$ cat config.mk
export PLATFORM = sky130hd
export DESIGN_NAME = slave_port
export DESIGN_NICKNAME = d
export VERILOG_FILES = /design/src/rtl/bus_pkg.sv /design/src/rtl/slave_port.sv
export SDC_FILE = /design/constraint.sdc
export NUM_CORES = 1
export LEC_CHECK = 0
export ABC_AREA = 0
export BUFFER_PORTS_ARGS = -buffer_cell sky130_fd_sc_hd__buf_2
export CORE_AREA = 10 10 47 49
export DETAILED_ROUTE_END_ITERATION = 10
export DIE_AREA = 0 0 57 59
export PLACE_DENSITY_LB_ADDON = 0.3
export SYNTH_ARGS = -nofsm -noshare
export SYNTH_HDL_FRONTEND = slang
export SYNTH_SLANG_ARGS = --single-unit
$ cat constraint.sdc
create_clock -name clk_i -period 2 [get_ports clk_i]
set_input_delay 0.5 -clock clk_i [delete_from_list [all_inputs] [get_ports clk_i]]
set_output_delay 0.5 -clock clk_i [all_outputs]
set_load 0.02 [all_outputs]
$ cat src/rtl/bus_pkg.sv
package bus_pkg;

  // Word address on both buses
  localparam int ADDR_W = 25;

  typedef logic [ADDR_W-1:0] adr_t;

  // Stored with every queued request
  typedef enum logic {
    OP_READ,
    OP_WRITE
  } req_op_e;

  typedef enum logic [1:0] {
    PORT_IDLE,
    PORT_READ_WAIT,
    PORT_DONE
  } port_state_e;

endpackage

$ cat src/rtl/slave_port.sv
`timescale 1ns/10ps

module slave_port (
  input  logic clk_i,
  input  logic rst_i,
  input  logic s_cyc_i,
  input  logic s_stb_i,
  input  logic s_we_i,
  input  logic fifo_full_i,
  input  logic fifo_empty_i,
  input  logic commit_i,
  output logic fifo_push_o,
  output logic s_ack_o
);
  import bus_pkg::*;

  port_state_e state_q;
  port_state_e state_d;
  logic        take;

  assign take        = (state_q == PORT_IDLE) && s_cyc_i && s_stb_i && !fifo_full_i;
  assign fifo_push_o = take;
  assign s_ack_o     = (state_q == PORT_DONE);

  always_comb begin
    state_d = state_q;
    case (state_q)
      PORT_IDLE: begin
        if (take) begin
          state_d = s_we_i ? PORT_DONE : PORT_READ_WAIT;
        end
      end
      // Read finishes only when nothing is queued ahead of it
      PORT_READ_WAIT: begin
        if (fifo_empty_i && commit_i) begin
          state_d = PORT_DONE;
        end
      end
      PORT_DONE: state_d = PORT_IDLE;
      default:   state_d = PORT_IDLE;
    endcase
  end

  always_ff @(posedge clk_i or posedge rst_i) begin
    if (rst_i) begin
      state_q <= PORT_IDLE;
    end else begin
      state_q <= state_d;
    end
  end

endmodule

# ---- Word level (Yosys, flattened, before mapping)
# Index checks and enable logic that the tools add are counted.
dict set report classes {
  eq_ne 4
  reduce_logical 7
  n_mux 4
}
# cell n
set op_table {}
lappend op_table {{two-way mux 2 bit} 3}
lappend op_table {{logical AND 1 bit} 4}
lappend op_table {{inequality test 2 bit (second input constant)} 2}
lappend op_table {{case mux 2 bit (2 select lines)} 1}
lappend op_table {{equality test 2 x 1 -> 1 bit (second input constant)} 1}
lappend op_table {{equality test 2 bit (second input constant)} 1}
lappend op_table {{zero test 2 bit} 1}
lappend op_table {{AND reduction 2 bit} 1}
lappend op_table {{zero test 1 bit} 1}
dict set report totals {
  inputBits 8
  ff_bits 2
}

# ---- Depth between registers and ports, before layout
# Gate-level depths: netlist of the first run.
dict set report logic_depth {
  ltp_word 6
  depth_mapped 2
  ltp_nobuf 2
}

# ---- Worst setup path before layout of the first run
# Ideal clock, no wire load.
dict set report synth_path {
  path_type {register -> output}
  from {reg state_q[1]}
  to {out fifo_push_o}
  path_buffers 0
  arrival_time_ns 0.944
  required_ns 1.500
  setup_slack_ns 0.556
  path_stages_with_launch 3
  cell_sequence {dfrtp_1 -> or2_4 -> nor3_2}
}
dict set report synth_between {
  elab_chain_cells 4
}
# element line_no
set synth_rtl {}
lappend synth_rtl {{start: declaration} slave_port.sv:17} ;# port_state_e state_q;
lappend synth_rtl {{start signal: assignment} slave_port.sv:48} ;# state_q <= state_d;
lappend synth_rtl {{zero test 2 bit} slave_port.sv:21} ;# assign take = (state_q == PORT_IDLE) && s_cyc_i && s_stb_i && !fifo_full_i;
lappend synth_rtl {{logical AND 1 bit (3 in a row)} slave_port.sv:21}
lappend synth_rtl {{end: declaration} slave_port.sv:12} ;# output logic fifo_push_o,
# No other way between the ends.

# ---- Final worst setup path of the first run
# Ends and elaborated chain as after synthesis.

==> results of run 1 <==
## worst max-delay path: stages, from the launching register on
cell     delay (ns)
dfrtp_1        0.37
or2_4          0.27
nor3_2         0.16
buf_2          0.19
## metrics by stage
stage	instance area [µm²]	power (W)	std cells
after CTS	225	0.000180	42
final	225	0.000174	42
after detailed placement	203	0.0000829	39
after global routing	225	0.000185	42
after global placement	203	0.0000825	39
after floorplan	138	0.0000687	14
## power breakdown
part / internal, W / leakage (nW) / switching [W] / total, W
clock network: 0.0000664 / 0.0138 / 0.0000256 / 0.0000920
logic: 0.0000177 / 0.0714 / 0.0000178 / 0.0000355
registers: 0.0000445 / 0.0270 / 0.00000247 / 0.0000470
total: 0.000129 / 0.112 / 0.0000458 / 0.000174
## worst paths after layout
check	to	slack [ns]	cells past startpoint
max	fifo_push_o	0.28	3
min	state_q[1]	0.12	2
max reg2reg	state_q[1]	1.12	2
min reg2reg	state_q[0]	0.60	2
max in group asynchronous	state_q[0]	1.77	2
min in group clk_i	state_q[1]	0.56	3
## cell families (layout without fill, tap and decap cells)
kind of cell / after synthesis / in the layout / synth area share [%]
AO/OA/AOI/OAI: 2 / 2 / 13.6
flip-flops: 2 / 2 / 36.4
buffers and inverters: 1 / 13 / 2.72
AND/OR/NAND/NOR: 9 / 9 / 47.3
## cell type report
type                            instances  area, µm²  share of cell area (%)
Multi-Input combinational cell         11       83.8                    37.2
Sequential cell                         2       50.0                    22.2
Timing Repair Buffer                    9       45.0                    20.0
Clock buffer                            3       22.5                    10.0
Tap cell                               16       20.0                    8.89
Inverter                                1       3.75                    1.67
## metal layers
layer  wire length (µm)  share of wire [%]  vias up  global-route usage (%)
met1                220                 51       60                    3.44
met2                108                 25       13                    2.02
met3                 75                 18        3                    2.58
li1                   -                  -       74                       -
met5                  0                  0        -                       0
met4                 23                5.4        0                    4.03
## synth_stat cells, drive strengths merged
cell type and number:
inv 1, nand2 2, nand4bb 1, nand4b 1
or2 1, nor3 1, nand2b 1, dfrtp 2
and2 1, o22ai 2, nor2b 1
==> results_dict.tcl, run 1 <==
set metrics [dict create \
    die-height_um 59 \
    dr.pass1.iters 4 \
    cts_tree "yes" \
    diodes 0 \
    post-dp-hpwl_um 360 \
    dp_slack_ns 0.501 \
    fmax_mhz 581 \
    clock_sink_count 2 \
    grt_pass1_wl_um 648 \
    worstSetupPathType "flop to primary output" \
    setup_violations 0 \
    fin_setup_tns_ns 0 \
    cp_max_fo 3 \
    htreeDepth 1 \
    gr-total-overflow 0 \
    antenna_found_initial 0 \
    cp.required_ns 1.50 \
    syn-cell-area_um2 138 \
    pin_count 10 \
    coreArea_mm2 0.00140 \
    path_clk_slew_ns 0.03 \
    clock_path_buffers 2 \
    ys_seq_area_share_pct 36.4 \
    final.setup.worst_slack_ns 0.277 \
    hold_slack_ns 0.118 \
    start_util_pct 9.82 \
    ctsResizeCount 0 \
    worst_pin_slew_ns 0.138 \
    hold_class "primary input to asynchronous set/reset pin" \
    status "completed" \
    port_buffers 9 \
    layout_commonest_cell "buf_2" \
    grt_pass1_vias 162 \
    syn_area_per_cell_um2 9.83 \
    netlist_instances 14 \
    final_cell_mix "buf_2, clkbuf_4, nand2_1, dfrtp_1" \
    largest_register "state_q" \
    die_x_um 57 \
    r2r-start "state_q[1]" \
    ir_drop_mv 0.229 \
    maxSlewViolCount 0 \
    cts_setup_buffers 0 \
    final_util_pct 16.1 \
    leakage_nw 0.112 \
    area_delta_synth_final_pct 63.6 \
    viasPerCell 3.57 \
    die_area_mm2 0.00336 \
    fin_crit_ns 1.72 \
    cts_buffers 3 \
    yosysWarnings 0 \
    fillers 165 \
    drt_iter0_markers 1 \
    skew_ns 0.000194 \
    clk_latency_ns 0.23 \
    nets 36 \
    critical_path.startpoint "state_q[1]" \
    yosysTopAreaCell "dfrtp_1" \
    gp_congestion 0.641 \
    num_rows 14 \
    rsz0062_at_grt "false" \
    wl_per_cell_um 10.2 \
    ant_nets 0 \
    drive_above_1_share_pct 57.7 \
    synth_top_area_share_pct 36.4 \
    grt_max_degree 4 \
    start_kind "flop" \
    grt_usage_pct 2.85 \
    final-hold-violation-count 0 \
    syn-num-nets 22 \
    drc 0 \
    synth_seq_cells 2 \
    fin_crit_sh_pct 86.1 \
    root_buffer "clkbuf_4" \
    synth_cell_types 12 \
    cellPowerDensity_mw_per_mm2 774 \
    slew_headroom_pct 90.8 \
    ys_top_cells_by_area "dfrtp_1, o22ai_2, nand4bb_1" \
    drv_cap 0 \
    worstSetupEndpointType "primary output" \
    reg.largest.list "state_q: 2 flops" \
    arrival_ns 1.22 \
    drt_wl_total_um 428 \
    vias 150 \
    ctsHoldBuffers 0 \
    largest_reg_flops 2 \
]
Power figures use the tool's default switching activity.
==> inputs of run 2 (changes only) <==
Clock period 2 ns to 2.2 ns, I/O delays scaled along.
==> run 2 against run 1 <==
- die area unchanged
- setup slack improved by 0.17 ns
- via count decreased by 12%
- final area unchanged
- clock power decreased by 13%
- largest cell class unchanged
- highest routed layer is now met3
==> results_dict.tcl, run 2 (synthesis gave the netlist of run 1 again) <==
set metrics [dict create \
    fin_crit_ns 1.75 \
    port_buffers 9 \
    gr-usage-met1_pct 3.33 \
    drc 0 \
    final_cell_mix "buf_2, clkbuf_4, nand2_1, dfrtp_1" \
    cts_setup_buffers 0 \
    ant_nets 0 \
    setup_violations 0 \
    clock_path_buffers 2 \
    skew_ns 0.00302 \
    num_rows 14 \
    nets 36 \
    ctsHoldBuffers 0 \
    htreeDepth 1 \
    layout_commonest_cell "buf_2" \
    hold_class "primary input to asynchronous set/reset pin" \
    p_comb_share_pct 20.4 \
    grt_pass1_vias 152 \
    die_area_mm2 0.00336 \
    grt.met3_usage_pct 4.29 \
    diodes 0 \
    status "completed" \
    drt_wl_total_um 405 \
    die_x_um 57 \
    pin_count 10 \
    root_buffer "clkbuf_4" \
    fin_crit_sh_pct 79.7 \
    path_clk_slew_ns 0.03 \
    antenna_found_initial 0 \
    arrival_ns 1.20 \
    worstSetupPathType "flop to primary output" \
    clk_latency_ns 0.22 \
    final_util_pct 16.1 \
    largest_register "state_q" \
    start_util_pct 9.82 \
    final-hold-violation-count 0 \
    largest_reg_flops 2 \
    start_kind "flop" \
    cts_tree "yes" \
    reg.largest.list "state_q: 2 flops" \
    worstSetupEndpointType "primary output" \
    wl_per_cell_um 9.64 \
    clock_sink_count 2 \
    grt-busiest-layer "met3" \
    area_delta_synth_final_pct 63.6 \
    ir_drop_mv 0.100 \
    worst_pin_slew_ns 0.136 \
    vias 132 \
    cellPowerDensity_mw_per_mm2 685 \
    maxSlewViolCount 0 \
    viasPerCell 3.14 \
    switchingPower_w 0.0000377 \
    drive_above_1_share_pct 57.7 \
    gr-total-overflow 0 \
    p_seq_share_pct 27.6 \
    p_int_w 0.000117 \
    drv_cap 0 \
    rsz0062_at_grt "false" \
    swShare_pct 24.4 \
    die-height_um 59 \
    ctsResizeCount 0 \
    drt_iter0_markers 4 \
    use_met2_pct 1.55 \
    fin_setup_tns_ns 0 \
    cp_max_fo 3 \
    dr.pass1.iters 4 \
    gp_congestion 0.648 \
    leakage_nw 0.112 \
    grt_max_degree 4 \
    cts_buffers 3 \
    cp.required_ns 1.65 \
    grt_pass1_wl_um 634 \
    p_clk_share_pct 52.0 \
    fmax_mhz 571 \
    grt_usage_pct 2.90 \
    coreArea_mm2 0.00140 \
    slew_headroom_pct 91.0 \
]
## run 2: cell counts in the layout (fill, tap and decap cells not counted)
Identical to the previous run, type by type.
## run 2: power groups by stage
stage / clock network (W) / logic [W] / registers, W
after floorplan: 0 / 0.0000198 / 0.0000426
after global placement: 0 / 0.0000321 / 0.0000430
after detailed placement: 0 / 0.0000317 / 0.0000430
after CTS: 0.0000857 / 0.0000319 / 0.0000426
after global routing: 0.0000881 / 0.0000347 / 0.0000435
final: 0.0000802 / 0.0000316 / 0.0000426
## run 2: metrics by stage
stage                     power (W)  setup WS (ns)  cell area, µm²  hold WS [ns]  instances
after floorplan           0.0000624          0.706             138         0.291         14
after global placement    0.0000751          0.603             203         0.406         39
after detailed placement  0.0000747          0.616             203         0.404         39
after CTS                  0.000160          0.419             225         0.163         42
after global routing       0.000166          0.392             225         0.177         42
final                      0.000154          0.447             225         0.170         42
## run 2: worst paths after layout
kind	startpoint	endpoint	cells past startpoint	slack [ns]
max	state_q[1]	fifo_push_o	3	0.45
min	rst_i	state_q[1]	2	0.17
max reg2reg	state_q[1]	state_q[1]	2	1.33
min reg2reg	state_q[0]	state_q[1]	2	0.57
max in group asynchronous	rst_i	state_q[0]	2	1.92
min in group clk_i	state_q[0]	state_q[1]	2	0.57
## run 2: critical path: stages (launching register included)
cell	delay, ns
dfrtp_1	0.37
or2_4	0.27
nor3_2	0.15
buf_2	0.19
## run 2: final cells by class
class	instances	area [µm²]
inverter	1	3.75
fill	171	1180
sequential	2	50.0
multi-input combinational	11	83.8
timing repair buffer	9	45.0
tap	16	20.0
clock buffer	3	22.5
## run 2: per-layer routing
layer	vias up	part of all wire, %
li1	75	-
met1	47	60
met2	10	20
met3	0	19
met4	0	0
met5	-	0
