### config.mk
export PLATFORM = sky130hd
export DESIGN_NAME = req_fifo
export DESIGN_NICKNAME = d
export VERILOG_FILES = /design/src/rtl/bus_pkg.sv /design/src/rtl/cache_pkg.sv /design/src/rtl/req_fifo.sv
export SDC_FILE = /design/constraint.sdc
export NUM_CORES = 1
export LEC_CHECK = 0
export ABC_AREA = 0
export BUFFER_PORTS_ARGS = -buffer_cell sky130_fd_sc_hd__buf_2
export CAP_MARGIN = 30
export CORE_MARGIN = 5
export CORE_UTILIZATION = 30
export CTS_CLUSTER_DIAMETER = 50
export DETAILED_ROUTE_END_ITERATION = 16
export PLACE_DENSITY = 0.47
export SLEW_MARGIN = 20
export SYNTH_ARGS = -nofsm -noshare
export SYNTH_HDL_FRONTEND = slang
export SYNTH_SLANG_ARGS = --single-unit
### constraint.sdc
create_clock -name clk_i -period 4.65 [get_ports clk_i]
set_input_delay 0.6975 -clock clk_i [delete_from_list [all_inputs] [get_ports clk_i]]
set_output_delay 0.6975 -clock clk_i [all_outputs]
set_load 0.02 [all_outputs]
### src/rtl/bus_pkg.sv
package bus_pkg;

  // Word address on both buses
  localparam int ADDR_W = 25;

  typedef logic [ADDR_W-1:0] adr_t;

  // Stored with every queued request
  typedef enum logic {
    OP_READ,
    OP_WRITE
  } req_op_e;

  typedef enum logic [1:0] {
    PORT_IDLE,
    PORT_READ_WAIT,
    PORT_DONE
  } port_state_e;

endpackage

### src/rtl/cache_pkg.sv
package cache_pkg;

  typedef logic [31:0] word_t;
  typedef logic [3:0]  sel_t;

  localparam int WORDS_PER_LINE = 4;
  localparam int WORD_IDX_W     = $clog2(WORDS_PER_LINE);
  localparam int LINE_DATA_W    = WORDS_PER_LINE * $bits(word_t);

  // Row layout from the top bit down: valid, dirty per word, tag, word3 .. word0
  function automatic int row_width(input int tag_w);
    return 1 + WORDS_PER_LINE + tag_w + LINE_DATA_W;
  endfunction

  typedef enum logic [3:0] {
    INIT,
    IDLE,
    LOOKUP,
    COMPARE,
    HIT,
    COMMIT,
    FLUSH_REQ,
    FLUSH_NEXT,
    FILL_REQ,
    FILL_NEXT,
    FILL_WRITE,
    FLUSH_WRITE
  } ctrl_state_e;

endpackage

### src/rtl/req_fifo.sv
`timescale 1ns/10ps

module req_fifo #(
  parameter int FIFO_DEPTH = 4
) (
  input  logic              clk_i,
  input  logic              rst_i,
  input  logic              push_i,
  input  logic              pop_i,
  input  bus_pkg::req_op_e  op_i,
  input  bus_pkg::adr_t     adr_i,
  input  cache_pkg::word_t  dat_i,
  input  cache_pkg::sel_t   sel_i,
  output bus_pkg::req_op_e  op_o,
  output bus_pkg::adr_t     adr_o,
  output cache_pkg::word_t  dat_o,
  output cache_pkg::sel_t   sel_o,
  output logic              full_o,
  output logic              empty_o
);
  import bus_pkg::*;
  import cache_pkg::*;

  localparam int PTR_W = (FIFO_DEPTH > 1) ? $clog2(FIFO_DEPTH) : 1;
  localparam int CNT_W = $clog2(FIFO_DEPTH + 1);

  req_op_e          op_mem  [FIFO_DEPTH];
  adr_t             adr_mem [FIFO_DEPTH];
  word_t            dat_mem [FIFO_DEPTH];
  sel_t             sel_mem [FIFO_DEPTH];
  logic [PTR_W-1:0] wr_ptr_q;
  logic [PTR_W-1:0] rd_ptr_q;
  logic [CNT_W-1:0] count_q;
  logic             do_push;
  logic             do_pop;

  function automatic logic [PTR_W-1:0] next_ptr(input logic [PTR_W-1:0] ptr);
    if (ptr == PTR_W'(FIFO_DEPTH - 1)) begin
      return '0;
    end
    return ptr + 1'b1;
  endfunction

  assign full_o  = (count_q == CNT_W'(FIFO_DEPTH));
  assign empty_o = (count_q == '0);
  assign do_push = push_i && !full_o;
  assign do_pop  = pop_i && !empty_o;

  always_ff @(posedge clk_i) begin
    if (do_push) begin
      op_mem[wr_ptr_q]  <= op_i;
      adr_mem[wr_ptr_q] <= adr_i;
      dat_mem[wr_ptr_q] <= dat_i;
      sel_mem[wr_ptr_q] <= sel_i;
    end
  end

  // Popped entry stays on the outputs while the controller serves it
  always_ff @(posedge clk_i) begin
    if (do_pop) begin
      op_o  <= op_mem[rd_ptr_q];
      adr_o <= adr_mem[rd_ptr_q];
      dat_o <= dat_mem[rd_ptr_q];
      sel_o <= sel_mem[rd_ptr_q];
    end
  end

  always_ff @(posedge clk_i or posedge rst_i) begin
    if (rst_i) begin
      wr_ptr_q <= '0;
      rd_ptr_q <= '0;
      count_q  <= '0;
    end else begin
      if (do_push) begin
        wr_ptr_q <= next_ptr(wr_ptr_q);
      end
      if (do_pop) begin
        rd_ptr_q <= next_ptr(rd_ptr_q);
      end
      if (do_push && !do_pop) begin
        count_q <= count_q + 1'b1;
      end else if (do_pop && !do_push) begin
        count_q <= count_q - 1'b1;
      end
    end
  end

endmodule

; After elaboration in Yosys (flattened, before gate mapping)
; Memory sizes are Yosys's and may differ from the RTL's. A register that Yosys moved wholly into a read port is not among the register bits.
; Index checks and enable logic that the tools add are counted.
[classes]
add_sub_neg = 4
eq_ne = 3
n_mux = 12
n_reduce_logical = 10
[op_table]
columns = operator, count
row1 = 2-to-1 mux 2 bit, 4
row2 = 2-to-1 mux 1 bit, 6
row3 = 2-to-1 mux 3 bit, 2
row4 = adder 2 x 1 -> 2 bit (second input constant), 2
row5 = equality test 2 bit (second input constant), 2
row6 = logical AND 1 bit, 4
row7 = zero test 1 bit, 4
row8 = adder 3 x 1 -> 3 bit (second input constant), 1
row9 = equality test 3 bit (second input constant), 1
row10 = zero test 3 bit, 1
row11 = subtractor 3 x 1 -> 3 bit (second input constant), 1
row12 = nonzero test 2 bit, 1
[totals]
in_bits = 66
n_memories = 4
elab_cells = 36
ramBits = 248
ff_bits = 7
out_inout_bits = 64
[memory_table]
columns = name, words, word_bits, read_ports, rd_ports_with_merged_regs, write_ports, line
row1 = dat_mem, 4, 32, 1, 1, 1, req_fifo.sv:29  ; word_t dat_mem [FIFO_DEPTH];
row2 = adr_mem, 4, 25, 1, 1, 1, req_fifo.sv:28  ; adr_t adr_mem [FIFO_DEPTH];
row3 = sel_mem, 4, 4, 1, 1, 1, req_fifo.sv:30  ; sel_t sel_mem [FIFO_DEPTH];
row4 = op_mem, 4, 1, 1, 1, 1, req_fifo.sv:27  ; req_op_e op_mem [FIFO_DEPTH];

; Depth between registers and ports, before layout
[logic_depth]
depth_word = 7
ltp_mapped = 9
depth_no_buf = 8

; Least setup slack after synthesis
; Ideal clock, no wire load.
[synth_path]
kind = input-to-reg
start = in pop_i
end = reg adr_o[0], read port of adr_mem (enable)
path_stages = 2
t_arrival_ns = 1.997
setup_time_ns = 0.416
t_required_ns = 4.234
slack_ns = 2.237
path_buffers = 0
path_cell_list = o31ai_4 inv_1
[synth_via]
elab_chain_cells = 1
[synth_rtl]
columns = item, line
row1 = "start, declared", req_fifo.sv:9  ; input logic pop_i,
row2 = logical AND 1 bit, req_fifo.sv:47  ; assign do_pop = pop_i && !empty_o;
row3 = via do_pop, req_fifo.sv:35  ; logic do_pop;
row4 = "end, declared", req_fifo.sv:15  ; output bus_pkg::adr_t adr_o,
; The timed path passes the listed nets, and every way through them passes these cells.
; A chain may end at the register's enable or synchronous reset.

; Worst setup path in the final report
[layout_path]
start = reg count_q[0]
end = reg dat_o[16], read port of dat_mem (enable)
[layout_via]
elab_chain_cells = 3
[layout_rtl]
columns = item, line
row1 = "start, declared", req_fifo.sv:33  ; logic [CNT_W-1:0] count_q;
row2 = "start signal, assigned", req_fifo.sv:81  ; count_q <= count_q + 1'b1;
row3 = "start signal, assigned", req_fifo.sv:83  ; count_q <= count_q - 1'b1;
row4 = zero test 3 bit, req_fifo.sv:45  ; assign empty_o = (count_q == '0);
row5 = zero test 1 bit, req_fifo.sv:47
row6 = logical AND 1 bit, req_fifo.sv:47
row7 = via do_pop, req_fifo.sv:35
row8 = "end, declared", req_fifo.sv:16  ; output cache_pkg::word_t dat_o,
; The timed path passes the listed nets, and every way through them passes these cells.

==> metrics.csv <==
metric,value,unit
leakage,4.63,nW
"Avg Cell Area, Syn",26.5,µm²
FP Rows,71,
max-cap violations,0,
# placed instances,1058,
Mapped Area,11300,µm²
IO buf count,129,
Post-CTS Setup Inserts,0,
Rel. slew slack,47.3,%
Num Clock Sinks,317,
FMAX,0.405,GHz
setup_tns,0,ns
antenna violations before repair,7,
number of synthesized register bits,317,
Critical-path top delay cell,clkinv_2,
PnR worst setup slack,2.18,ns
r2r setup slk,2.18,ns
full die area,41500,µm²
CP required,4.86,ns
Final Util,36.8,%
Critical R2R Launch,count_q[0],
"slowest stage delay, CP",0.70,ns
Hold Fails Final Rpt,0,
HPWL Detailed,14.1,mm
Residual DRC,0,
crit path kind,flop to flop,
TritonCTS clock tree,yes,
WP buf/inv,2,
Num CTS Buffers,36,
Resized cells post-CTS,0,
final wirelength,22.7,mm
Ports,130,
DRT Pass-1 Iters,4,
Synth cell types,21,
number of global-route vias before repair,5411,
worst setup path endpoint,dat_o[16],
Reg2Reg Depth,3,
Bufs on Longest Clock Path,3,
DIE WIDTH,204,µm
area share of the largest cell type after synthesis,82.6,%
Slew Limit Fails,0,
Chip Height,204,µm
final setup fails,0,
hold buffer count at CTS,0,
Crit. path cell count,3,
GRT overflow,0,
crit-path cells,"o31ai_4, clkinv_2, buf_4",
Setup Skew,0.0173,ns
Worst Tran Pin Value,0.789,ns
Final nets,658,
"non-filler cells, final",1123,
reg-to-reg endpoint,dat_o[16],
routed vias,4870,
Worst-Skew Late Latency,0.50,ns
crit end category,flop,
dpl ws,2.09,ns
type of the most critical hold path,input pin to async pin,
first-pass GRT wire length,33.8,mm
routability cong.,0.681,
synth top area cells,"edfxtp_1, mux4_2, dfrtp_1",
initial drt markers,221,
clk root buf,clkbuf_16,
Tcrit/Tclk final,53.1,%
Mapped Cells,425,
Post-Syn Nets,498,
area grow syn2layout,22.1,%
clk slew on worst S/H paths,0.06,ns
run status,"complete, no violations",
sequential area share after synthesis,84.2,%
VDD IR-drop max,0.316,mV
min cycle time layout,2.47,ns
gr usage total,10.9,%
power per cell area,658,nW/µm²
share of layout cells above drive strength 1,43.4,%
core area,37400,µm²
synth warn,0,
Initial Util,30.1,%
DR WL/cell,20.2,µm
H-Tree Depth,2,
CP startpoint kind,flop,
crit-path max FO,40,
"CP delay by family, top",buffers and inverters,
RSZ-0062 raised after global routing,no,
dominant cell type by area after synthesis,edfxtp_1,
largest net degree at the start of global routing,44,
"antenna viol nets, final",0,
critical path arrival,2.68,ns
Crit. Startpoint,count_q[0],
vias per cell,4.34,
cell usage after synthesis (all sizes together):
library cell	number
clkbuf	5
nor3	2
nor3b	1
dfrtp	7
ha	6
nor2	2
buf	10
mux2	4
xor2	2
and2	4
o31ai	1
a21o	1
nor2b	1
xnor2	1
fa	1
mux4	62
inv	5
edfxtp	310
worst reg2reg max path, stage by stage (launching register included):
cell and delay, ns:
dfrtp_1 0.48, o31ai_4 0.42, clkinv_2 0.71, buf_4 0.56
logic make-up (layout without fill, tap and decap cells):
family	after synthesis	in the layout	share of synthesized area, %
adders and majority gates	7	7	0.844
muxes	66	66	12.9
and+or+nand+nor	10	10	0.589
xor gates and xnor gates	3	3	0.233
other	0	2	0
buffers and inverters	20	205	1.01
DFF	317	317	84.2
AOI/OAI and AO/OA	2	2	0.256
worst min-delay path by stage:
stage	end	start	slack [ns]
floorplan	count_q[0]	rst_i	0.50
global placement	count_q[2]	count_q[2]	0.54
detailed placement	count_q[2]	count_q[2]	0.57
CTS	count_q[0]	rst_i	0.12
global route	count_q[0]	rst_i	0.14
finish	count_q[0]	rst_i	0.13
registers in the layout, indices dropped and copies added, names as in the netlist:
signal,count
adr_mem,100
rd_ptr_q,2
adr_o,25
sel_mem,16
count_q,3
dat_o,32
sel_o,4
op_mem,4
wr_ptr_q,2
dat_mem,128
op_o,1
final cells by class:
type | instances | area [µm²]
fillers | 3428 | 23600
flip-flops and latches | 317 | 9490
multi-input cells | 88 | 1670
clock buffers | 48 | 997
repair buffers | 137 | 798
well taps | 511 | 639
clock inverters | 15 | 134
inverters | 5 | 20.0
diodes | 2 | 5.00
layer usage:
layer | vias up | wire (µm) | GRT usage [%]
met2 | 135 | 11400 | 18.0
met1 | 2543 | 9030 | 14.0
met4 | 14 | 552 | 3.18
met5 | - | 87 | 0
li1 | 2125 | - | -
met3 | 53 | 1590 | 3.43
through the flow:
stage | hold WS [ns] | power (W) | area, µm²
after floorplan | 0.501 | 0.00571 | 11300
after global placement | 0.543 | 0.00640 | 12500
after detailed placement | 0.575 | 0.00654 | 12600
after CTS | 0.118 | 0.00925 | 13800
after global routing | 0.139 | 0.00952 | 13800
final | 0.131 | 0.00905 | 13800
power by group:
group | total (W) | internal (W) | switching [W]
clock | 0.00267 | 0.00162 | 0.00105
combinational | 0.00199 | 0.000889 | 0.00110
sequential | 0.00439 | 0.00402 | 0.000363
total | 0.00905 | 0.00653 | 0.00252
cells in the final DEF, fill, tap and decap left out:
master,Yosys,routed
nor2_1,2,2
inv_1,5,4
edfxtp_1,310,310
mux2_2,2,2
nor3b_2,1,1
mux2_4,2,2
o31ai_4,1,1
a21o_1,1,1
buf_12,0,1
clkinv_2,0,9
clkbuf_1,5,8
clkbuf_8,0,3
nor3_1,2,2
bufinv_16,0,2
clkinv_4,0,1
xor2_1,2,2
diode_2,0,2
fa_1,1,1
buf_4,8,3
xnor2_1,1,1
and2_4,0,4
clkbuf_16,0,37
ha_1,6,6
inv_6,0,2
dfrtp_1,7,5
clkinv_1,0,2
buf_16,0,4
mux4_2,62,62
buf_2,1,129
nor2b_1,1,1
dfrtp_4,0,2
Power figures use the tool's default switching activity.
