===== config.mk =====
export PLATFORM = sky130hd
export DESIGN_NAME = cache_ctrl
export DESIGN_NICKNAME = d
export VERILOG_FILES = /design/src/rtl/bus_pkg.sv /design/src/rtl/cache_pkg.sv /design/src/rtl/cache_ctrl.sv
export SDC_FILE = /design/constraint.sdc
export NUM_CORES = 1
export LEC_CHECK = 0
export BUFFER_PORTS_ARGS = -buffer_cell sky130_fd_sc_hd__clkbuf_2
export CORE_MARGIN = 5
export CORE_UTILIZATION = 42
export CTS_BUF_LIST = sky130_fd_sc_hd__clkbuf_16
export DETAILED_ROUTE_END_ITERATION = 10
export GPL_ROUTABILITY_DRIVEN = 0
export GPL_TIMING_DRIVEN = 0
export PLACE_DENSITY = 0.83
export SLEW_MARGIN = 15
export SYNTH_ARGS = -nofsm -noshare
export SYNTH_HDL_FRONTEND = slang
export SYNTH_SLANG_ARGS = --single-unit
export TNS_END_PERCENT = 20

===== constraint.sdc =====
create_clock -name clk_i -period 2.25 [get_ports clk_i]
set_input_delay 0.1125 -clock clk_i [delete_from_list [all_inputs] [get_ports clk_i]]
set_output_delay 0.1125 -clock clk_i [all_outputs]
set_load 0.05 [all_outputs]

===== src/rtl/bus_pkg.sv =====
package bus_pkg;

  // Word address on both buses
  localparam int ADDR_W = 25;

  typedef logic [ADDR_W-1:0] adr_t;

  // Stored with every queued request
  typedef enum logic {
    OP_READ,
    OP_WRITE
  } req_op_e;

  typedef enum logic [1:0] {
    PORT_IDLE,
    PORT_READ_WAIT,
    PORT_DONE
  } port_state_e;

endpackage


===== src/rtl/cache_pkg.sv =====
package cache_pkg;

  typedef logic [31:0] word_t;
  typedef logic [3:0]  sel_t;

  localparam int WORDS_PER_LINE = 4;
  localparam int WORD_IDX_W     = $clog2(WORDS_PER_LINE);
  localparam int LINE_DATA_W    = WORDS_PER_LINE * $bits(word_t);

  // Row layout from the top bit down: valid, dirty per word, tag, word3 .. word0
  function automatic int row_width(input int tag_w);
    return 1 + WORDS_PER_LINE + tag_w + LINE_DATA_W;
  endfunction

  typedef enum logic [3:0] {
    INIT,
    IDLE,
    LOOKUP,
    COMPARE,
    HIT,
    COMMIT,
    FLUSH_REQ,
    FLUSH_NEXT,
    FILL_REQ,
    FILL_NEXT,
    FILL_WRITE,
    FLUSH_WRITE
  } ctrl_state_e;

endpackage


===== src/rtl/cache_ctrl.sv =====
`timescale 1ns/10ps

module cache_ctrl #(
  parameter int  ROW_BITS = 6,
  localparam int TAG_W    = bus_pkg::ADDR_W - ROW_BITS - cache_pkg::WORD_IDX_W
) (
  input  logic                                 clk_i,
  input  logic                                 rst_i,
  input  logic                                 fifo_empty_i,
  output logic                                 fifo_pop_o,
  input  bus_pkg::req_op_e                     head_op_i,
  input  bus_pkg::adr_t                        head_adr_i,
  input  logic [TAG_W-1:0]                     tag_i,
  input  logic                                 valid_i,
  input  logic [cache_pkg::WORDS_PER_LINE-1:0] dirty_i,
  output logic [ROW_BITS-1:0]                  ram_addr_o,
  output logic                                 ram_we_o,
  output logic                                 load_o,
  output logic                                 merge_o,
  output logic                                 fill_o,
  output logic                                 clean_o,
  output logic                                 set_tag_o,
  output logic [cache_pkg::WORD_IDX_W-1:0]     word_idx_o,
  output logic [TAG_W-1:0]                     tag_o,
  output logic                                 commit_o,
  output logic                                 m_cyc_o,
  output logic                                 m_stb_o,
  output logic                                 m_we_o,
  output bus_pkg::adr_t                        m_adr_o,
  input  logic                                 m_ack_i
);
  import bus_pkg::*;
  import cache_pkg::*;

  ctrl_state_e           state_q;
  ctrl_state_e           state_d;
  logic [ROW_BITS-1:0]   init_q;
  logic [ROW_BITS-1:0]   init_d;
  logic [WORD_IDX_W-1:0] wcnt_q;
  logic [WORD_IDX_W-1:0] wcnt_d;
  logic [TAG_W-1:0]      req_tag;
  logic [ROW_BITS-1:0]   req_row;
  logic [WORD_IDX_W-1:0] req_word;
  logic                  is_write;
  logic                  hit;
  logic                  last_word;

  assign {req_tag, req_row, req_word} = head_adr_i;

  assign is_write   = (head_op_i == OP_WRITE);
  assign hit        = valid_i && (tag_i == req_tag);
  assign last_word  = (wcnt_q == WORD_IDX_W'(WORDS_PER_LINE - 1));
  assign tag_o      = req_tag;
  assign ram_addr_o = (state_q == INIT) ? init_q : req_row;
  assign fifo_pop_o = (state_q == IDLE) && !fifo_empty_i;
  assign commit_o   = (state_q == COMMIT);

  // Line transfers walk the word counter, everything else uses the request word
  assign word_idx_o = (state_q inside {FLUSH_NEXT, FLUSH_REQ, FILL_REQ, FILL_NEXT}) ?
                      wcnt_q : req_word;

  assign m_stb_o = m_cyc_o;

  always_comb begin
    m_cyc_o = 1'b0;
    m_we_o  = 1'b0;
    m_adr_o = '0;
    case (state_q)
      // Old tag still sits in the row image during write-back
      FLUSH_REQ: begin
        m_cyc_o = 1'b1;
        m_we_o  = 1'b1;
        m_adr_o = {tag_i, req_row, wcnt_q};
      end
      FILL_REQ: begin
        m_cyc_o = 1'b1;
        m_adr_o = {req_tag, req_row, wcnt_q};
      end
      default: begin
        m_cyc_o = 1'b0;
      end
    endcase
  end

  always_comb begin
    state_d   = state_q;
    init_d    = init_q;
    wcnt_d    = wcnt_q;
    ram_we_o  = 1'b0;
    load_o    = 1'b0;
    merge_o   = 1'b0;
    fill_o    = 1'b0;
    clean_o   = 1'b0;
    set_tag_o = 1'b0;
    case (state_q)
      // One row cleared per cycle
      INIT: begin
        ram_we_o = 1'b1;
        init_d   = init_q + 1'b1;
        if (&init_q) begin
          state_d = IDLE;
        end
      end
      IDLE: begin
        if (!fifo_empty_i) begin
          state_d = LOOKUP;
        end
      end
      LOOKUP: state_d = COMPARE;
      COMPARE: begin
        load_o = 1'b1;
        wcnt_d = '0;
        if (hit) begin
          state_d = HIT;
        end else if (valid_i && |dirty_i) begin
          state_d = FLUSH_NEXT;
        end else begin
          state_d = FILL_REQ;
        end
      end
      HIT: begin
        merge_o = is_write;
        state_d = COMMIT;
      end
      COMMIT: begin
        ram_we_o = is_write;
        state_d  = IDLE;
      end
      // Skip clean words
      FLUSH_NEXT: begin
        if (dirty_i[wcnt_q]) begin
          state_d = FLUSH_REQ;
        end else if (last_word) begin
          state_d = FLUSH_WRITE;
        end else begin
          wcnt_d = wcnt_q + 1'b1;
        end
      end
      FLUSH_REQ: begin
        if (m_ack_i) begin
          clean_o = 1'b1;
          if (last_word) begin
            state_d = FLUSH_WRITE;
          end else begin
            wcnt_d  = wcnt_q + 1'b1;
            state_d = FLUSH_NEXT;
          end
        end
      end
      FLUSH_WRITE: begin
        ram_we_o = 1'b1;
        wcnt_d   = '0;
        state_d  = FILL_REQ;
      end
      FILL_REQ: begin
        if (m_ack_i) begin
          fill_o  = 1'b1;
          state_d = FILL_NEXT;
        end
      end
      FILL_NEXT: begin
        if (last_word) begin
          set_tag_o = 1'b1;
          state_d   = FILL_WRITE;
        end else begin
          wcnt_d  = wcnt_q + 1'b1;
          state_d = FILL_REQ;
        end
      end
      // Row now holds the new line, so the retry will hit
      FILL_WRITE: begin
        ram_we_o = 1'b1;
        state_d  = LOOKUP;
      end
      default: state_d = IDLE;
    endcase
  end

  always_ff @(posedge clk_i or posedge rst_i) begin
    if (rst_i) begin
      state_q <= INIT;
      init_q  <= '0;
      wcnt_q  <= '0;
    end else begin
      state_q <= state_d;
      init_q  <= init_d;
      wcnt_q  <= wcnt_d;
    end
  end

endmodule


-- Word level (Yosys, flattened, before mapping)
Index checks and enable logic that the tools add are counted.
- register bits: 12
- input port bits: 52
- output and inout port bits: 61
- add/subtract/negate cells: 2
- order comparisons: 1
- eq/ne operators: 19
- muxes and demuxes: 30
- reduce and logical (&&, ||, !) cells: 14
- operator list (kind ; number):
    25-bit one-hot mux with 2 select lines ; 1
    4-bit one-hot mux with 11 select lines ; 1
    4-bit two-way mux ; 9
    17-bit equality test ; 1
    4-bit by 3-bit equality test with 1-bit output, second input constant ; 4
    4-bit equality test, second input constant ; 4
    1-bit two-way mux ; 10
    2-bit two-way mux ; 5
    4-bit by 2-bit equality test with 1-bit output, second input constant ; 2
    2-bit != test, second input constant ; 4
    2-bit one-hot mux with 4 select lines ; 1
    4-bit nonzero test ; 2
    6-bit by 1-bit adder with 6-bit output, second input constant ; 1
    6-bit two-way mux ; 1
    6-bit AND reduction ; 1
    5-bit AND reduction ; 1
    4-bit by 1-bit equality test with 1-bit output, second input constant ; 1
    4-bit zero test ; 1
    2-bit OR reduction ; 2
    4-bit OR reduction ; 1
    1-bit logical AND ; 3
    2-bit by 3-bit less-than comparator with 1-bit output, second input constant ; 1
    3-bit by 2-bit != test with 1-bit output, second input constant ; 1
    3-bit AND reduction ; 1
    other kinds (7) ; 7

-- Longest topological paths before layout
Gate-level depths: netlist (run 1).
- depth in word-level cells: 5
- gate-level depth with buffers: 7

-- Worst setup path after synthesis (run 1)
Ideal clock, no wire load.
- kind: register -> output
- start point: register state_q[2]
- end point: output fifo_pop_o
- arrival: 2.352 ns
- data required time: 2.138 ns
- path slack: -0.215 ns
- cell stages (with the launch flop): 4
- buffers on the path: 2
- path through: dfrtp_1 -> clkbuf_1 -> buf_1 -> nor4_1
- longest elaborated chain between the ends: 2
- RTL lines (item ; RTL line ; text):
    start, declared ; cache_ctrl.sv:35 ; ctrl_state_e state_q;
    start signal, assigned ; cache_ctrl.sv:185 ; state_q <= state_d;
    4-bit by 1-bit equality test with 1-bit output ; cache_ctrl.sv:55 ; assign fifo_pop_o = (state_q == IDLE) && !fifo_empty_i;
    1-bit logical AND ; cache_ctrl.sv:55 ;
    end, declared ; cache_ctrl.sv:10 ; output logic fifo_pop_o,
No other way between the ends.

-- Worst setup path after layout (run 1)
- start point: register state_q[3]
- end point: output ram_addr_o[5]
- longest elaborated chain between the ends: 2
- RTL lines (item ; RTL line ; text):
    4-bit zero test ; cache_ctrl.sv:54 ; assign ram_addr_o = (state_q == INIT) ? init_q : req_row;
    6-bit two-way mux ; cache_ctrl.sv:54 ;
    end, declared ; cache_ctrl.sv:16 ; output logic [ROW_BITS-1:0] ram_addr_o,
No other way between the ends.

==> out/metrics.csv, run 1 <==
metric;value;unit
final WL;5.631;mm
final critical-path setup slack;0.08572;ns
Levels on crit path;5;
Hold Path Class;in2reg;
Top delay family on crit path;buffers and inverters;
Core Box Area;3716;um^2
DP HPWL;4.529;mm
share of cells above drive strength 1;53.46;%
Finished Layout Cells;366;
fmax;462.0;MHz
drt drc;0;
Yosys top cell area share;18.46;%
Worst R2R Start;wcnt_q[0]$_DFFE_PP0P_;
Reg2Reg Capture Point;state_q[3]$_DFFE_PP0P_;
switching part of the total power;55.98;%
FF-to-FF setup slack;0.15;ns
Worst Tran Pin Value;0.5382;ns
Final ANT Viol Nets;0;
critical path class;reg2out;
Avg WL per Cell;15.39;um
Flop pwr share;15.3;%
nets@finish;373;
Combinational Power Share;74.6;%
Worst Reg2Reg Path Length in Cells;5;
CTS tree;built;
worst hold slack;0.3197;ns
Hold Path Depth;3;
Worst Clk Skew;0.003170;ns
largest area contributor in the netlist;dfrtp_1;
CTS clk-pin slew, worst paths;0.04;ns
most common cell after layout, fill and taps aside;clkbuf_2;
crit-path max FO;10;
CTS Sinks;12;
Initial Util;43.77;%
Switching Power;1750;uW
cell chain of the critical path;clkbuf_4 -> nor4_4 -> buf_6 -> mux2_2 -> clkbuf_2;
DIE AREA;5217;um^2
number of H-tree levels;1;
Die Y;72.23;um
first-pass GRT wire length;8.756;mm
post-DR vias/cell;5.374;
synthesis-to-layout area growth;50.85;%
Max VDD drop;0.5280;mV
MaxCap Viol Count;0;
final hold vios;0;
DR iter-0 viols;98;
Distinct cells, synth;51;
worst-case clock buffer depth;2;
largest net degree at the start of global routing;13;
Buffers on Ports;112;
worst path required time;2.14;ns
Post-synth EDFFs;0;
Yosys Warn Count;0;
Area contributors post-synth;dfrtp_1 18%, a22o_1 9.2%, xnor2_1 8.6%, buf_4 8.3%, mux2_2 6.2%;
Clk pwr share;10.2;%
fillers;326;
Main synth FF type;dfrtp_1;
via count;1967;
Seq/Total Area, Yosys;18.46;%
commonest cells after routing, fill and taps aside;103 x clkbuf_2, 21 x buf_4, 17 x a22o_1;
worst skew pair latency;0.24;ns
CP max stage cell;dfrtp_1;
pwr/cell area;1274;nW/um^2
row count;22;
dpl ws;-0.2545;ns
Slew HR;64.12;%
vias in the first global route;1962;
status;finished clean;
leak pwr;0.001250;uW
Setup TNS Final;0;ns
root buf cell;clkbuf_16;
CP endpoint;ram_addr_o[5];
WP data arrival;2.05;ns
Avg Cell Area, Syn;8.174;um^2
n_diodes;0;
Syn Inst Count;199;
dpl cells;359;
Crit. Startpoint;state_q[3]$_DFFE_PP0P_;
FFs w/ async S/R, synth;100.0;%
initial antenna violation count;0;
total iterations of the first detailed-routing run;4;
Tmin final;2.164;ns
num ports;113;
worst path bufs/invs;3;
post-synth net total;253;
Total GRT Usage;20.85;%
power consumption;3126;uW
slowest stage delay, CP;0.43;ns
Syn Std Cell Area;1627;um^2
# setup viols final;0;
fin crit share;96.19;%
CTS Buf Count;3;
synthesis-stage register bit count;12;
CP endpoint kind;output pin;
Internal Power;1376;uW
die width;72.23;um
Slew Limit Fails;0;
startpoint types;register;
gr ovfl total;0;
[power groups by stage]
stage               combinational (uW)  clock [uW]  sequential, uW
floorplan                         1780           0             407
global placement                  2190           0             441
detailed placement                2230           0             445
CTS                               2290         321             471
global route                      2480         332             494
finish                            2330         318             477
[tightest hold or removal path, stage by stage]
cell and delay [ns]:
clkbuf_2 0.15, o22ai_2 0.10, a21o_1 0.15
[logic make-up (layout without fill, tap and decap cells)]
logic type	after synthesis	in the layout	share of synthesized area [%]
compound gates	53	53	25.23
xor+xnor	22	22	11.85
fa+ha+maj	2	2	1.538
buf+inv	34	153	12.15
flops	12	12	18.46
mux	10	10	7.615
simple gates	66	66	23.15
[area by class of cell]
class                           count  area [um^2]  area share, %
Clock inverter                      1        3.754         0.1530
Clock buffer                        3        75.07          3.060
Buffer                             28        198.9          8.108
Inverter                            5        18.77         0.7649
Sequential cell                    12        300.3          12.24
Multi-Input combinational cell    153         1179          48.04
Tap cell                           48        60.06          2.448
Timing Repair Buffer              116        618.1          25.19
[worst min path at each step]
| stage | from | endpoint | slack [ns] |
|---|---|---|---|
| after floorplan | rst_i | init_q[0]$_DFFE_PP0P_ | -0.02 |
| after global placement | rst_i | init_q[1]$_DFFE_PP0P_ | 0.11 |
| after detailed placement | rst_i | init_q[1]$_DFFE_PP0P_ | 0.12 |
| after CTS | m_ack_i | state_q[3]$_DFFE_PP0P_ | 0.31 |
| after global routing | m_ack_i | state_q[3]$_DFFE_PP0P_ | 0.35 |
| final | m_ack_i | state_q[3]$_DFFE_PP0P_ | 0.32 |
[per-stage QoR]
stage / utilization, % / cell area [um^2]
CTS: 65.25 / 2425
finish: 66.03 / 2454
global placement: 60.81 / 2260
global route: 66.03 / 2454
floorplan: - / 1639
detailed placement: 60.81 / 2260
[synthesized netlist by cell type (all sizes together) (6+ instances only)]
cell,n
dfrtp,12
and2,8
mux2,9
a21oi,7
nor2,11
o21ai,9
xor2,6
clkbuf,8
a22o,17
buf,21
nand2,10
xnor2,16
[metal layers]
metal / GRT usage [%] / wire length [um] / vias up
li1: - / - / 954
met5: 0 / 0 / -
met1: 23.32 / 2091 / 916
met4: 4.593 / 55 / 0
met2: 38.12 / 2986 / 89
met3: 6.787 / 497 / 8
[state kept, by name (all words and copies together), names as in the netlist]
signal and cells:
init_q 6, wcnt_q 2, state_q 4
[repair_timing]
item                                    in CTS  in global routing
hold buffers                                 1                  0
gates resized for setup                     24                 12
pin swaps                                    1                  2
setup buffers                                1                  2
endpoints found under the hold margin       12                  0
endpoints found under the setup margin      35                 26
Note: power is estimated with default switching activity, not from simulation.
==> inputs of run 2 (changes only) <==
--- a/config.mk
+++ b/config.mk
@@ -6,13 +6,15 @@
 export NUM_CORES = 1
 export LEC_CHECK = 0
 export BUFFER_PORTS_ARGS = -buffer_cell sky130_fd_sc_hd__clkbuf_2
+export CELL_PAD_IN_SITES_DETAIL_PLACEMENT = 1
+export CELL_PAD_IN_SITES_GLOBAL_PLACEMENT = 1
 export CORE_MARGIN = 5
-export CORE_UTILIZATION = 42
+export CORE_UTILIZATION = 28
 export CTS_BUF_LIST = sky130_fd_sc_hd__clkbuf_16
 export DETAILED_ROUTE_END_ITERATION = 10
 export GPL_ROUTABILITY_DRIVEN = 0
 export GPL_TIMING_DRIVEN = 0
-export PLACE_DENSITY = 0.83
+export PLACE_DENSITY = 0.82
 export SLEW_MARGIN = 15
 export SYNTH_ARGS = -nofsm -noshare
 export SYNTH_HDL_FRONTEND = slang
==> run 2 against run 1 <==
Net effect: wire length increased by 8.0%; sequential share of layout area decreased by 0.056 points; sequential power about the same; first-iteration DRC count decreased by 13%; utilization decreased by 22 points; clock power about the same; worst setup slack improved by 0.0017 ns; flip-flop and latch count unchanged; hold slack improved by 0.0067 ns; clock skew decreased by 0.0028 ns; global-route usage decreased by 4.4 points; critical path type unchanged.
==> out/metrics.csv, run 2 (synthesis results as in run 1) <==
metric;value;unit
status;finished clean;
final WL;6.080;mm
Die Y;86.22;um
die width;86.22;um
startpoint types;register;
DIE AREA;7433;um^2
drt drc;0;
biggest regs;init_q: 6 flops, state_q: 4 flops, wcnt_q: 2 flops;
share of cells above drive strength 1;53.31;%
CTS tree;built;
Total GRT Usage;16.44;%
Hold Path Class;in2reg;
Slew HR;63.83;%
Setup TNS Final;0;ns
power consumption;3107;uW
Max VDD drop;0.5876;mV
final critical-path setup slack;0.08740;ns
dpl cells;383;
CTS clk-pin slew, worst paths;0.04;ns
crit-path max FO;10;
total iterations of the first detailed-routing run;6;
largest net degree at the start of global routing;13;
nets@finish;372;
num ports;113;
CP endpoint kind;output pin;
Largest Register;init_q;
WP data arrival;2.05;ns
row count;27;
Initial Util;29.18;%
CTS Sinks;12;
Worst Clk Skew;0.0004002;ns
fin crit share;96.12;%
Finished Layout Cells;389;
worst hold slack;0.3263;ns
MaxCap Viol Count;0;
vias in the first global route;2109;
initial antenna violation count;0;
max FFs per register;6;
# setup viols final;0;
fmax;462.4;MHz
RSZ-0062 raised after global routing;false;
dpl ws;-0.3569;ns
CTS Buf Count;3;
number of H-tree levels;1;
Slew Limit Fails;0;
worst-case clock buffer depth;2;
worst skew pair latency;0.23;ns
worst path required time;2.14;ns
Buffers on Ports;112;
fillers;698;
leak pwr;0.001244;uW
commonest cells after routing, fill and taps aside;100 x clkbuf_2, 20 x buf_4, 17 x a22o_1;
Avg WL per Cell;15.63;um
post-DR vias/cell;5.041;
synthesis-to-layout area growth;51.54;%
DP HPWL;5.079;mm
Worst Tran Pin Value;0.5426;ns
n_diodes;0;
DR iter-0 viols;85;
Tmin final;2.163;ns
pwr/cell area;1260;nW/um^2
most common cell after layout, fill and taps aside;clkbuf_2;
final hold vios;0;
root buf cell;clkbuf_16;
first-pass GRT wire length;10.05;mm
critical path class;reg2out;
Final ANT Viol Nets;0;
Core Box Area;5574;um^2
gr ovfl total;0;
via count;1961;
[run 2: stage by stage]
step	instance area (um^2)	utilization [%]
3_3_place_gp	2290	41.08
4_1_cts	2444	43.84
6_report	2465	44.22
3_5_place_dp	2290	41.08
2_1_floorplan	1639	-
5_1_grt	2465	44.22
[run 2: path summary, 6_finish.rpt]
kind / slack, ns / endpoint / cells after the start / startpoint
setup reg to reg: 0.15 / state_q[3]$_DFFE_PP0P_ / 5 / wcnt_q[0]$_DFFE_PP0P_
max in group asynchronous: 1.52 / init_q[3]$_DFFE_PP0P_ / 3 / rst_i
min in group asynchronous: 0.41 / init_q[1]$_DFFE_PP0P_ / 3 / rst_i
hold / removal: 0.33 / state_q[3]$_DFFE_PP0P_ / 3 / m_ack_i
setup / recovery: 0.09 / ram_addr_o[3] / 5 / state_q[3]$_DFFE_PP0P_
hold reg to reg: 0.49 / init_q[5]$_DFFE_PP0P_ / 1 / init_q[5]$_DFFE_PP0P_
[run 2: area by class of cell]
cell class              count  area [um^2]  share of cell area (%)
flip-flops and latches     12        300.3                   12.18
well taps                  72        90.09                   3.655
multi-input cells         153         1179                   47.82
clock buffers               3        75.07                   3.046
clock inverters             1        3.754                  0.1523
plain buffers              28        195.2                   7.919
repair buffers            115        603.1                   24.47
inverters                   5        18.77                  0.7614
[run 2: critical path: stages, from the launching register on]
cell      delay (ns)
dfrtp_1         0.44
clkbuf_4        0.23
nor4_4          0.38
buf_6           0.21
mux2_2          0.34
buf_2           0.21
[run 2: report_power, final]
part           internal (uW)  switching, uW  total [uW]
Combinational            815           1500        2320
Clock                    233           83.1         316
Sequential               321            153         474
Total                   1370           1740        3110
[run 2: routing by layer]
layer  up-vias  global-route usage (%)  wire, um
met3         2                   5.228       607
met4         0                   1.275        24
li1        946                       -         -
met2        82                   31.25      3118
met1       931                   18.58      2329
met5         -                       0         0
[run 2: what timing repair did]
item | 4_1_cts | 5_1_grt
pin swaps | 2 | 1
hold buffers | 1 | 0
gates cloned | 0 | 0
endpoints found under the hold margin | 12 | 0
gates resized for setup | 16 | 27
setup endpoints to repair | 35 | 29
setup buffers | 2 | 0
